===== src/include/mos8_consts.svh =====
`ifndef MOS8_CONSTS_SVH
`define MOS8_CONSTS_SVH

// Stack lives in page 1 and its pointer counts down
`define STACK_PAGE 8'h01
`define SP_RESET 8'hFF

// Only the reserved bit after reset
`define P_RESET 8'h20

// Reserved and B bits as seen in a pushed status byte
`define P_PUSH_MASK 8'h30

// Status bit positions
`define ST_N 7
`define ST_V 6
`define ST_Z 1
`define ST_C 0

`endif


===== src/logic/mos8_isa_pkg.sv =====
`default_nettype none

package mos8_isa_pkg;

	typedef logic [7:0] byte_t;
	typedef logic [15:0] addr_t;

	// Supported opcodes with their 6502 encodings
	typedef enum logic [7:0] {
		LDA_IMM = 8'hA9,
		LDX_IMM = 8'hA2,
		ADC_IMM = 8'h69,
		SBC_IMM = 8'hE9,
		AND_IMM = 8'h29,
		ORA_IMM = 8'h09,
		EOR_IMM = 8'h49,
		// Accumulator shifts and rotates
		ASL_A = 8'h0A,
		LSR_A = 8'h4A,
		ROL_A = 8'h2A,
		ROR_A = 8'h6A,
		// Implied
		CLC = 8'h18,
		SEC = 8'h38,
		TAX = 8'hAA,
		TXA = 8'h8A,
		INX = 8'hE8,
		// Zero page stores and push
		STA_ZP = 8'h85,
		STX_ZP = 8'h86,
		PHP = 8'h08
	} opcode_t;

endpackage

`default_nettype wire


===== src/logic/mos8_uop_pkg.sv =====
`default_nettype none

package mos8_uop_pkg;

	// Rotates are shifts with the carry taken in
	typedef enum logic [3:0] {
		ALU_PASS = 4'h0,
		ALU_ADD = 4'h1,
		ALU_SUB = 4'h2,
		ALU_AND = 4'h3,
		ALU_OR = 4'h4,
		ALU_EOR = 4'h5,
		ALU_SHL = 4'h6,
		ALU_SHR = 4'h7,
		ALU_INC = 4'h8
	} alu_op_t;

	// ALU a input
	typedef enum logic [1:0] {SRC_ARG = 2'h0, SRC_A = 2'h1, SRC_X = 2'h2} src_t;

	typedef enum logic [1:0] {DST_NONE = 2'h0, DST_A = 2'h1, DST_X = 2'h2} dst_t;

	// Flags written back to P
	typedef enum logic [2:0] {
		FLG_NONE = 3'h0,
		FLG_NZ = 3'h1,
		FLG_NZC = 3'h2,
		FLG_NVZC = 3'h3,
		FLG_CLR_C = 3'h4,
		FLG_SET_C = 3'h5
	} flag_upd_t;

	typedef enum logic [1:0] {
		STORE_NONE = 2'h0,
		STORE_A_ZP = 2'h1,
		STORE_X_ZP = 2'h2,
		STORE_PUSH_P = 2'h3
	} store_t;

endpackage

`default_nettype wire


===== src/logic/mos8_fetch.sv =====
`default_nettype none

module mos8_fetch import mos8_isa_pkg::*; (
	input logic clk,
	input logic n_reset,
	input logic byte_valid,
	input byte_t byte_data,
	output logic ins_valid,
	output byte_t ins_op,
	output byte_t ins_arg
);

typedef enum logic {WAIT_OP = 1'b0, WAIT_ARG = 1'b1} fetch_state_t;

fetch_state_t state;
logic one_byte;

// Implied and accumulator forms have bit 3 set and bit 0 clear
assign one_byte = byte_data[3] & ~byte_data[0];

always_ff @(posedge clk, negedge n_reset)
	if (~n_reset) begin
		state <= WAIT_OP;
		ins_valid <= 1'b0;
	end else begin
		ins_valid <= 1'b0;
		if (byte_valid) begin
			case (state)
			WAIT_OP:
				if (one_byte)
					ins_valid <= 1'b1;
				else
					state <= WAIT_ARG;
			WAIT_ARG: begin
				ins_valid <= 1'b1;
				state <= WAIT_OP;
			end
			default: state <= WAIT_OP;
			endcase
		end
	end

// ins_op holds the opcode while the operand is outstanding
always_ff @(posedge clk)
	if (byte_valid) begin
		if (state == WAIT_OP) begin
			ins_op <= byte_data;
			ins_arg <= 8'h00;
		end else begin
			ins_arg <= byte_data;
		end
	end

endmodule

`default_nettype wire


===== src/logic/mos8_decode.sv =====
`default_nettype none

module mos8_decode import mos8_isa_pkg::*, mos8_uop_pkg::*; (
	input logic clk,
	input logic n_reset,
	input logic ins_valid,
	input byte_t ins_op,
	input byte_t ins_arg,
	output logic uop_valid,
	output alu_op_t uop_alu,
	output src_t uop_src,
	output dst_t uop_dst,
	output flag_upd_t uop_flags,
	output store_t uop_store,
	output logic uop_carry_in,
	output byte_t uop_arg,
	output logic illegal
);

alu_op_t dec_alu;
src_t dec_src;
dst_t dec_dst;
flag_upd_t dec_flags;
store_t dec_store;
logic dec_carry_in;
logic legal;

always_comb begin
	dec_alu = ALU_PASS;
	dec_src = SRC_A;
	dec_dst = DST_NONE;
	dec_flags = FLG_NONE;
	dec_store = STORE_NONE;
	dec_carry_in = 1'b0;
	legal = 1'b1;
	case (opcode_t'(ins_op))
	LDA_IMM:	{dec_src, dec_dst, dec_flags} = {SRC_ARG, DST_A, FLG_NZ};
	LDX_IMM:	{dec_src, dec_dst, dec_flags} = {SRC_ARG, DST_X, FLG_NZ};
	ADC_IMM:	{dec_alu, dec_dst, dec_flags} = {ALU_ADD, DST_A, FLG_NVZC};
	SBC_IMM:	{dec_alu, dec_dst, dec_flags} = {ALU_SUB, DST_A, FLG_NVZC};
	AND_IMM:	{dec_alu, dec_dst, dec_flags} = {ALU_AND, DST_A, FLG_NZ};
	ORA_IMM:	{dec_alu, dec_dst, dec_flags} = {ALU_OR, DST_A, FLG_NZ};
	EOR_IMM:	{dec_alu, dec_dst, dec_flags} = {ALU_EOR, DST_A, FLG_NZ};
	ASL_A:		{dec_alu, dec_dst, dec_flags} = {ALU_SHL, DST_A, FLG_NZC};
	LSR_A:		{dec_alu, dec_dst, dec_flags} = {ALU_SHR, DST_A, FLG_NZC};
	ROL_A: begin
		{dec_alu, dec_dst, dec_flags} = {ALU_SHL, DST_A, FLG_NZC};
		dec_carry_in = 1'b1;
	end
	ROR_A: begin
		{dec_alu, dec_dst, dec_flags} = {ALU_SHR, DST_A, FLG_NZC};
		dec_carry_in = 1'b1;
	end
	CLC:		dec_flags = FLG_CLR_C;
	SEC:		dec_flags = FLG_SET_C;
	TAX:		{dec_src, dec_dst, dec_flags} = {SRC_A, DST_X, FLG_NZ};
	TXA:		{dec_src, dec_dst, dec_flags} = {SRC_X, DST_A, FLG_NZ};
	INX: begin
		{dec_alu, dec_src} = {ALU_INC, SRC_X};
		{dec_dst, dec_flags} = {DST_X, FLG_NZ};
	end
	STA_ZP:		dec_store = STORE_A_ZP;
	STX_ZP:		dec_store = STORE_X_ZP;
	PHP:		dec_store = STORE_PUSH_P;
	default:	legal = 1'b0;
	endcase
end

always_ff @(posedge clk, negedge n_reset)
	if (~n_reset) begin
		uop_valid <= 1'b0;
		illegal <= 1'b0;
	end else begin
		uop_valid <= ins_valid & legal;
		illegal <= ins_valid & ~legal;
	end

always_ff @(posedge clk) begin
	uop_alu <= dec_alu;
	uop_src <= dec_src;
	uop_dst <= dec_dst;
	uop_flags <= dec_flags;
	uop_store <= dec_store;
	uop_carry_in <= dec_carry_in;
	uop_arg <= ins_arg;
end

endmodule

`default_nettype wire


===== src/logic/mos8_alu.sv =====
`default_nettype none

module mos8_alu import mos8_isa_pkg::*, mos8_uop_pkg::*; (
	input alu_op_t op,
	input byte_t a,
	input byte_t b,
	input logic carry,
	input logic carry_in_en,
	output byte_t result,
	output logic carry_out,
	output logic overflow
);

byte_t bi;
logic [8:0] sum;
logic shift_c;

// Subtract is add of the inverted operand
assign bi = (op == ALU_SUB) ? ~b : b;
assign sum = {1'b0, a} + {1'b0, bi} + {8'h00, carry};

// Rotates bring the old carry into the vacated bit
assign shift_c = carry_in_en & carry;

always_comb begin
	result = a;
	carry_out = 1'b0;
	overflow = 1'b0;
	case (op)
	ALU_PASS:
		result = a;
	ALU_ADD, ALU_SUB: begin
		{carry_out, result} = sum;
		// Signed overflow when both inputs agree in sign and the sum does not
		overflow = ~(a[7] ^ bi[7]) & (a[7] ^ sum[7]);
	end
	ALU_AND:
		result = a & b;
	ALU_OR:
		result = a | b;
	ALU_EOR:
		result = a ^ b;
	ALU_SHL:
		{carry_out, result} = {b, shift_c};
	ALU_SHR:
		{result, carry_out} = {shift_c, b};
	ALU_INC:
		{carry_out, result} = {1'b0, a} + 9'd1;
	default: begin
		result = a;
		carry_out = 1'b0;
	end
	endcase
end

endmodule

`default_nettype wire


===== src/logic/mos8_execute.sv =====
`default_nettype none

`include "mos8_consts.svh"

module mos8_execute import mos8_isa_pkg::*, mos8_uop_pkg::*; (
	input logic clk,
	input logic n_reset,
	input logic uop_valid,
	input alu_op_t uop_alu,
	input src_t uop_src,
	input dst_t uop_dst,
	input flag_upd_t uop_flags,
	input store_t uop_store,
	input logic uop_carry_in,
	input byte_t uop_arg,
	output logic wr_valid,
	output addr_t wr_addr,
	output byte_t wr_data
);

byte_t reg_a, reg_x, reg_sp, reg_p;
byte_t alu_a, alu_b, alu_res;
byte_t nxt_p;
logic alu_c, alu_v;

always_comb
	case (uop_src)
	SRC_ARG:	alu_a = uop_arg;
	SRC_X:		alu_a = reg_x;
	default:	alu_a = reg_a;
	endcase

// Shifts work on b, which is A for the accumulator forms
assign alu_b = (uop_alu == ALU_SHL || uop_alu == ALU_SHR) ? reg_a : uop_arg;

mos8_alu alu_inst (
	.op(uop_alu),
	.a(alu_a),
	.b(alu_b),
	.carry(reg_p[`ST_C]),
	.carry_in_en(uop_carry_in),
	.result(alu_res),
	.carry_out(alu_c),
	.overflow(alu_v)
);

always_comb begin
	nxt_p = reg_p;
	if (uop_flags == FLG_NZ || uop_flags == FLG_NZC || uop_flags == FLG_NVZC) begin
		nxt_p[`ST_N] = alu_res[7];
		nxt_p[`ST_Z] = (alu_res == 8'h00);
	end
	if (uop_flags == FLG_NZC || uop_flags == FLG_NVZC)
		nxt_p[`ST_C] = alu_c;
	if (uop_flags == FLG_NVZC)
		nxt_p[`ST_V] = alu_v;
	if (uop_flags == FLG_CLR_C)
		nxt_p[`ST_C] = 1'b0;
	if (uop_flags == FLG_SET_C)
		nxt_p[`ST_C] = 1'b1;
end

always_ff @(posedge clk, negedge n_reset)
	if (~n_reset) begin
		reg_a <= 8'h00;
		reg_x <= 8'h00;
		reg_sp <= `SP_RESET;
		reg_p <= `P_RESET;
		wr_valid <= 1'b0;
	end else begin
		wr_valid <= uop_valid && uop_store != STORE_NONE;
		if (uop_valid) begin
			reg_p <= nxt_p;
			if (uop_dst == DST_A)
				reg_a <= alu_res;
			if (uop_dst == DST_X)
				reg_x <= alu_res;
			if (uop_store == STORE_PUSH_P)
				reg_sp <= reg_sp - 8'd1;
		end
	end

always_ff @(posedge clk)
	case (uop_store)
	STORE_A_ZP:	{wr_addr, wr_data} <= {8'h00, uop_arg, reg_a};
	STORE_X_ZP:	{wr_addr, wr_data} <= {8'h00, uop_arg, reg_x};
	STORE_PUSH_P:	{wr_addr, wr_data} <= {`STACK_PAGE, reg_sp, reg_p | `P_PUSH_MASK};
	default:	;
	endcase

endmodule

`default_nettype wire


===== src/logic/mos8_pipe_top.sv =====
`default_nettype none

module mos8_pipe_top import mos8_isa_pkg::*, mos8_uop_pkg::*; (
	input logic clk,
	input logic n_reset,
	input logic byte_valid,
	input byte_t byte_data,
	output logic wr_valid,
	output addr_t wr_addr,
	output byte_t wr_data,
	output logic illegal
);

logic ins_valid;
byte_t ins_op, ins_arg;

logic uop_valid, uop_carry_in;
alu_op_t uop_alu;
src_t uop_src;
dst_t uop_dst;
flag_upd_t uop_flags;
store_t uop_store;
byte_t uop_arg;

mos8_fetch fetch_inst (
	.clk, .n_reset, .byte_valid, .byte_data,
	.ins_valid, .ins_op, .ins_arg
);

mos8_decode decode_inst (
	.clk, .n_reset, .ins_valid, .ins_op, .ins_arg,
	.uop_valid, .uop_alu, .uop_src, .uop_dst, .uop_flags, .uop_store,
	.uop_carry_in, .uop_arg, .illegal
);

mos8_execute execute_inst (
	.clk, .n_reset,
	.uop_valid, .uop_alu, .uop_src, .uop_dst, .uop_flags, .uop_store,
	.uop_carry_in, .uop_arg,
	.wr_valid, .wr_addr, .wr_data
);

endmodule

`default_nettype wire


===== config.mk =====
export PLATFORM = sky130hd
export DESIGN_NAME = mos8_pipe_top
export DESIGN_NICKNAME = d
export VERILOG_FILES = /design/src/logic/mos8_isa_pkg.sv /design/src/logic/mos8_uop_pkg.sv /design/src/logic/mos8_fetch.sv /design/src/logic/mos8_decode.sv /design/src/logic/mos8_alu.sv /design/src/logic/mos8_execute.sv /design/src/logic/mos8_pipe_top.sv
export VERILOG_INCLUDE_DIRS = /design/src /design/src/include
export SDC_FILE = /design/constraint.sdc
export NUM_CORES = 1
export LEC_CHECK = 0
export ABC_AREA = 1
export ABC_CLOCK_PERIOD_IN_PS = 2800
export BUFFER_PORTS_ARGS = -buffer_cell sky130_fd_sc_hd__buf_2
export CAP_MARGIN = 10
export CELL_PAD_IN_SITES_DETAIL_PLACEMENT = 1
export CELL_PAD_IN_SITES_GLOBAL_PLACEMENT = 1
export CORE_MARGIN = 1
export CORE_UTILIZATION = 30
export CTS_BUF_LIST = sky130_fd_sc_hd__clkbuf_8
export DETAILED_ROUTE_END_ITERATION = 10
export PLACE_DENSITY_LB_ADDON = 0.1
export SETUP_SLACK_MARGIN = 0.4
export SLEW_MARGIN = 0
export SYNTH_ARGS = -nofsm -noshare
export SYNTH_HDL_FRONTEND = slang
export SYNTH_SLANG_ARGS = --single-unit

===== constraint.sdc =====
create_clock -name clk -period 2.8 [get_ports clk]
set_clock_uncertainty 0.1 [all_clocks]
set_input_delay 0.28 -clock clk [delete_from_list [all_inputs] [get_ports clk]]
set_output_delay 0.28 -clock clk [all_outputs]
set_load 0.005 [all_outputs]

Word-level counts from Yosys, hierarchy flattened:

Index checks and enable logic that the tools add are counted.

* $add $sub $neg: 4
* equality and inequality tests: 38
* multiplexer cells: 23
* bitwise operators: 15
* reduce and logical (&&, ||, !) cells: 31

Operators with widths (number)
* $eq A8 B8 Y1 const B: 8
* $pmux W8 S7: 1
* $eq A8 B7 Y1 const B: 4
* $pmux W16 S2: 1
* $pmux W4 S8: 1
* $eq A8 B4 Y1 const B: 3
* $eq A8 B6 Y1 const B: 3
* $pmux W8 S3: 1
* $reduce_or A19 Y1: 1
* $eq A4 B3 Y1 const B: 4
* $mux W8: 2
* $pmux W8 S2: 1
* $reduce_or A2 Y1: 8
* $pmux W3 S5: 1
* $reduce_and A2 Y1: 7
* $reduce_or A11 Y1: 1
* $add A8 B1 Y9 const B: 1
* $add A8 B8 Y9: 1
* $add A9 B1 Y9: 1
* $mux W1: 9
* $and A8 B8 Y8: 1
* $eq A2 B2 Y1 const B: 4
* $eq A4 B2 Y1 const B: 2
* $eq A8 B5 Y1 const B: 1
* other kinds (26): 44

* register bits after elaboration: 95
* input port bits: 11
* output and inout bits: 26

Longest topological paths before layout:

* depth after elaboration: 11
* depth in mapped cells: 23
* depth with buffers taken out: 22

Hierarchy:

Synthesis repeated with hierarchy kept, for this count alone.

* cells, all modules: 700
* area, all modules: 5278.8 um2

Modules (own cells, without submodules)
* mos8_execute: instances 1, cells each 273, area each 2277.2 um2, seq. area each 1246.2 um2
* mos8_alu: instances 1, cells each 263, area each 1442.6 um2, seq. area each 0.0 um2
* mos8_decode: instances 1, cells each 120, area each 915.9 um2, seq. area each 490.5 um2
* mos8_fetch: instances 1, cells each 44, area each 643.1 um2, seq. area each 530.5 um2

Least setup slack after synthesis:

No wires, ideal clock.

* path kind: register -> register
* start point: reg decode_inst.uop_alu[3]
* end point: reg execute_inst.reg_p[1]
* library setup time: 0.065 ns
* arrival: 2.879 ns
* slack: -0.243 ns
* stages on the path, launching flop included: 24
* path buffers: 1
* path through: dfxtp_1 inv_2 nand2_1 nor2_1 inv_2 buf_2 nand2_1 o21ai_0 xor2_1 fa_1 fa_1 inv_1 nand3_1 nand3_1 nand2_1 nand2_1 nor2_1 nor2_1 nand2_1 nand2_1 nand3_1 nor2_1 nand3_1 nand2_1

* cells in the longest elaborated chain, start to end: 9
* elaborated cells on any way between the ends: 20
* classes of those cells: add/sub (2); eq/ne (8); mux (3); bitwise (4); reduce/logical (3)

RTL lines
* start: declaration: RTL line mos8_decode.sv:10 `output alu_op_t uop_alu,`
* start signal: assignment: RTL line mos8_decode.sv:79 `uop_alu <= dec_alu;`
* $eq A4 B3 Y1: RTL line mos8_alu.sv:29, mos8_execute.sv:34
* $logic_or A1 B1 Y1: RTL line mos8_execute.sv:34 `assign alu_b = (uop_alu == ALU_SHL || uop_alu == ALU_SHR) ? reg_a : uop_arg;`
* $mux W8: RTL line mos8_execute.sv:34
* $not A8 Y8: RTL line mos8_alu.sv:19 `assign bi = (op == ALU_SUB) ? ~b : b;`
* $mux W8: RTL line mos8_alu.sv:19
* $add A8 B8 Y9: RTL line mos8_alu.sv:20 `assign sum = {1'b0, a} + {1'b0, bi} + {8'h00, carry};`
* $add A9 B1 Y9: RTL line mos8_alu.sv:20
* $pmux W8 S7 *: RTL line mos8_alu.sv:29 `case (op)`
* $logic_not A8 Y1 *: RTL line mos8_execute.sv:51 `` nxt_p[`ST_Z] = (alu_res == 8'h00); ``
* end signal: assignment: RTL line mos8_execute.sv:68 `` reg_p <= `P_RESET; ``
* end signal: assignment: RTL line mos8_execute.sv:73 `reg_p <= nxt_p;`
* end: declaration: RTL line mos8_execute.sv:21 `byte_t reg_a, reg_x, reg_sp, reg_p;`

Every way passes the cells marked *; elsewhere a longest branch is shown, timed or not.
A chain may end at the register's enable or synchronous reset.

Worst setup path in the final report:

Ends and elaborated chain as after synthesis.

==> reports/qor.csv <==
metric,value,unit
leakagePower,3.289,nW
core,0.01724,sq mm
fin_area,0.006850,sq mm
r2r_start,decode_inst.uop_alu[3]$_DFF_P_,
ys_warn_count,0,
synth_area,0.005266,sq mm
grt_pass1_wl,27630,um
worstMarginPinSlew,0.8564,ns
insertion_delay,0.36,ns
die_y,134.5,um
fin_nets,857,
final_hold_viol_count,0,
busiest_layer,met2,
synthFlopType,edfxtp_1,
async_flop_share,0.3750,
startpoint,decode_inst.uop_alu[3]$_DFF_P_,
slew_headroom,0.4291,
grt_usage,0.2008,
grt_start_max_net_pins,34,
dieArea,0.01809,sq mm
drc,0,
synth_edf_count,33,
syn-instance-count,699,
clk_pin_slew_worst_paths,0.10,ns
fp-row-count,48,
holdWs,0.02525,ns
irDropWorstVdd,0.0002210,V
area_growth,30.08,%
cts.sinks,88,
critPathArrivalTime,3.21,ns
clockBufferDepth,2,
outcome,"complete, but fails checks",
first_iter_violations,204,
yosysUniqueCellTypes,43,
cts_max_level,3,
grt_overflow,0,
cp_max_fo,4,
place_ws,-0.2646,ns
placed_cell_area,0.006108,sq mm
worstSetupStartpointType,flip-flop,
grt_pass1_vias,5229,
hold_class,input pin to flip-flop,
wl_per_cell,16.21,um
die-width,134.5,um
antenna_found_initial,0,
criticalPathCategory,flip-flop to flip-flop,
drive_gt1_frac,0.2706,
place_congestion,0.8884,
fin_crit,3.006,ns
drv_cap,0,
portBuffers,29,
use_met3,0.03041,
firstDrtPassIters,4,
rsz0062_at_grt,true,
ant_nets,0,
vias_per_cell,4.634,
postLayoutCoreUtil,0.3974,
violations,negative setup slack,
num_antenna_cells,0,
cts-buffers-inserted,9,
dpl.hpwl,13720,um
maxSlewViolCount,0,
avgSynthCellArea,7.534,sq um
synth_top_area_share,0.1882,
grt_util_met2,0.3448,
cp-end-kind,flip-flop,
min_period_over_period,1.074,
wl,17010,um
fmax,332.7,MHz
num-fill-cells,2125,
via_count,4861,
use_met1,0.2624,
root_buffer,clkbuf_8,
ys_ff_latch,88,
powerDensity,380.7,mW/mm^2
hold_path.startpoint,byte_data[0],
fin_ws,-0.2061,ns
finalSetupViolations,10,
start_util,0.3055,
synth-seq-area-share,0.4305,
io_pins,37,
cp_data_required_time,3.00,ns
synth.largest_area_cell,edfxtp_1,
cts_tree,yes,
synthTopCellsByArea,"edfxtp_1, nand2_1, dfrtp_1",
cell usage after synthesis (all sizes together), types with 2 or more instances:
cell	n
nand3b	5
dfxtp	22
nor3	11
o221ai	4
inv	119
xnor2	7
ha	25
o21ai	51
nand2	174
nand4	9
fa	2
o22ai	2
dfstp	8
nand3	47
nor2	110
o31ai	2
o211ai	2
dfrtp	25
a21oi	11
o21a	2
clkbuf	4
buf	8
xor2	8
edfxtp	33
routing by layer:
layer / wire (um) / share of wire / vias to the layer above
li1: - / - / 2453
met1: 8017 / 0.47 / 2333
met2: 8393 / 0.49 / 54
met3: 345 / 0.020 / 21
met4: 252 / 0.015 / 0
met5: 0 / 0 / -
flip-flops by register name (all words and copies together), names as in the netlist, 8 cells and up:
signal and count:
execute_inst.reg_sp 8, execute_inst.wr_data 8, execute_inst.wr_addr 9, decode_inst.uop_arg 8, fetch_inst.ins_op 8, execute_inst.reg_x 8, fetch_inst.ins_arg 8, execute_inst.reg_a 8
area by class of cell:
cell class              count  area (sq um)  share of cell area
inverters                 120         452.9             0.06612
clock inverters             6         43.79            0.006393
repair inverters            1         7.507            0.001096
multi-input cells         485          2815              0.4110
flip-flops and latches     88          2271              0.3315
well taps                 225         281.5             0.04110
clock buffers              10         137.6             0.02009
repair buffers            114         840.8              0.1227
power breakdown:
| group | total (mW) | leakage, nW | switching, mW | internal, mW |
|---|---|---|---|---|
| Sequential | 1.42 | 0.917 | 0.0389 | 1.38 |
| Combinational | 0.368 | 2.27 | 0.208 | 0.160 |
| Clock | 0.823 | 0.0984 | 0.471 | 0.352 |
| Total | 2.61 | 3.29 | 0.718 | 1.89 |
kinds of logic (layout without fill, tap and decap cells):
group / count (synthesis) / after routing / synth area share
flops: 88 / 88 / 0.4305
fa+ha+maj: 27 / 27 / 0.06700
buf+inv: 132 / 251 / 0.09955
other cells: 1 / 7 / 0.0007121
simple gates: 358 / 358 / 0.2937
compound gates: 78 / 78 / 0.08363
xor+xnor: 15 / 15 / 0.02495
worst max-delay path, cell delays in order, from the launching register on:
cell,delay [ns]
dfxtp_2,0.33
inv_2,0.07
nand2_4,0.05
nor2_4,0.19
inv_4,0.08
nand2_4,0.07
o21ai_4,0.06
xor2_1,0.15
fa_2,0.37
fa_2,0.53
nor2_1,0.04
nor2_1,0.12
nand3_1,0.12
nor2_1,0.13
nand2_1,0.06
nor2_1,0.11
nand3_1,0.10
nor2_1,0.12
nand3_1,0.07
nand2_1,0.06
stage by stage:
step           cells  total power, mW  setup TNS (ns)
2_1_floorplan    705            1.603       -0.002616
3_3_place_gp    1005            1.734         -0.4036
3_5_place_dp    1005            1.743          -1.733
4_1_cts         1043            2.607          -1.036
5_1_grt         1049            2.746          -3.844
6_report        1049            2.608         -0.6451
placed cells by master, fill, tap and decap left out, drive strengths merged, types with 4 or more instances in the layout:
| master | n |
|---|---|
| ha | 25 |
| xnor2 | 7 |
| inv | 122 |
| a21oi | 11 |
| o21ai | 51 |
| nand4 | 9 |
| nand3b | 5 |
| clkbuf | 10 |
| edfxtp | 33 |
| o221ai | 4 |
| nor3 | 11 |
| buf | 106 |
| conb | 7 |
| dlygate4sd3 | 8 |
| nor2 | 110 |
| dfrtp | 25 |
| nand3 | 47 |
| nand2 | 174 |
| xor2 | 8 |
| dfxtp | 22 |
| dfstp | 8 |
| clkinv | 4 |
what timing repair did:
action | in CTS | in global routing
resized for setup | 50 | 45
hold endpoints to repair | 31 | 1
setup buffers | 14 | 5
gates cloned | 1 | 0
hold buffers | 7 | 1
pin swaps | 24 | 20
setup endpoints to repair | 19 | 20
final timing paths:
check | depth (start not counted) | to | slack [ns]
min reg2reg | 0 | decode_inst.uop_arg[6]$_DFF_P_ | 0.25
max | 19 | execute_inst.reg_p[1]$_DFFE_PN0P_ | -0.21
min | 1 | fetch_inst.ins_op[0]$_DFFE_PP_ | 0.03
max in group asynchronous | 2 | execute_inst.reg_a[4]$_DFFE_PN0P_ | 1.59
max reg2reg | 19 | execute_inst.reg_p[1]$_DFFE_PN0P_ | -0.21
min in group asynchronous | 2 | execute_inst.reg_x[7]$_DFFE_PN0P_ | 0.46
(Power assumes the default switching activity.)
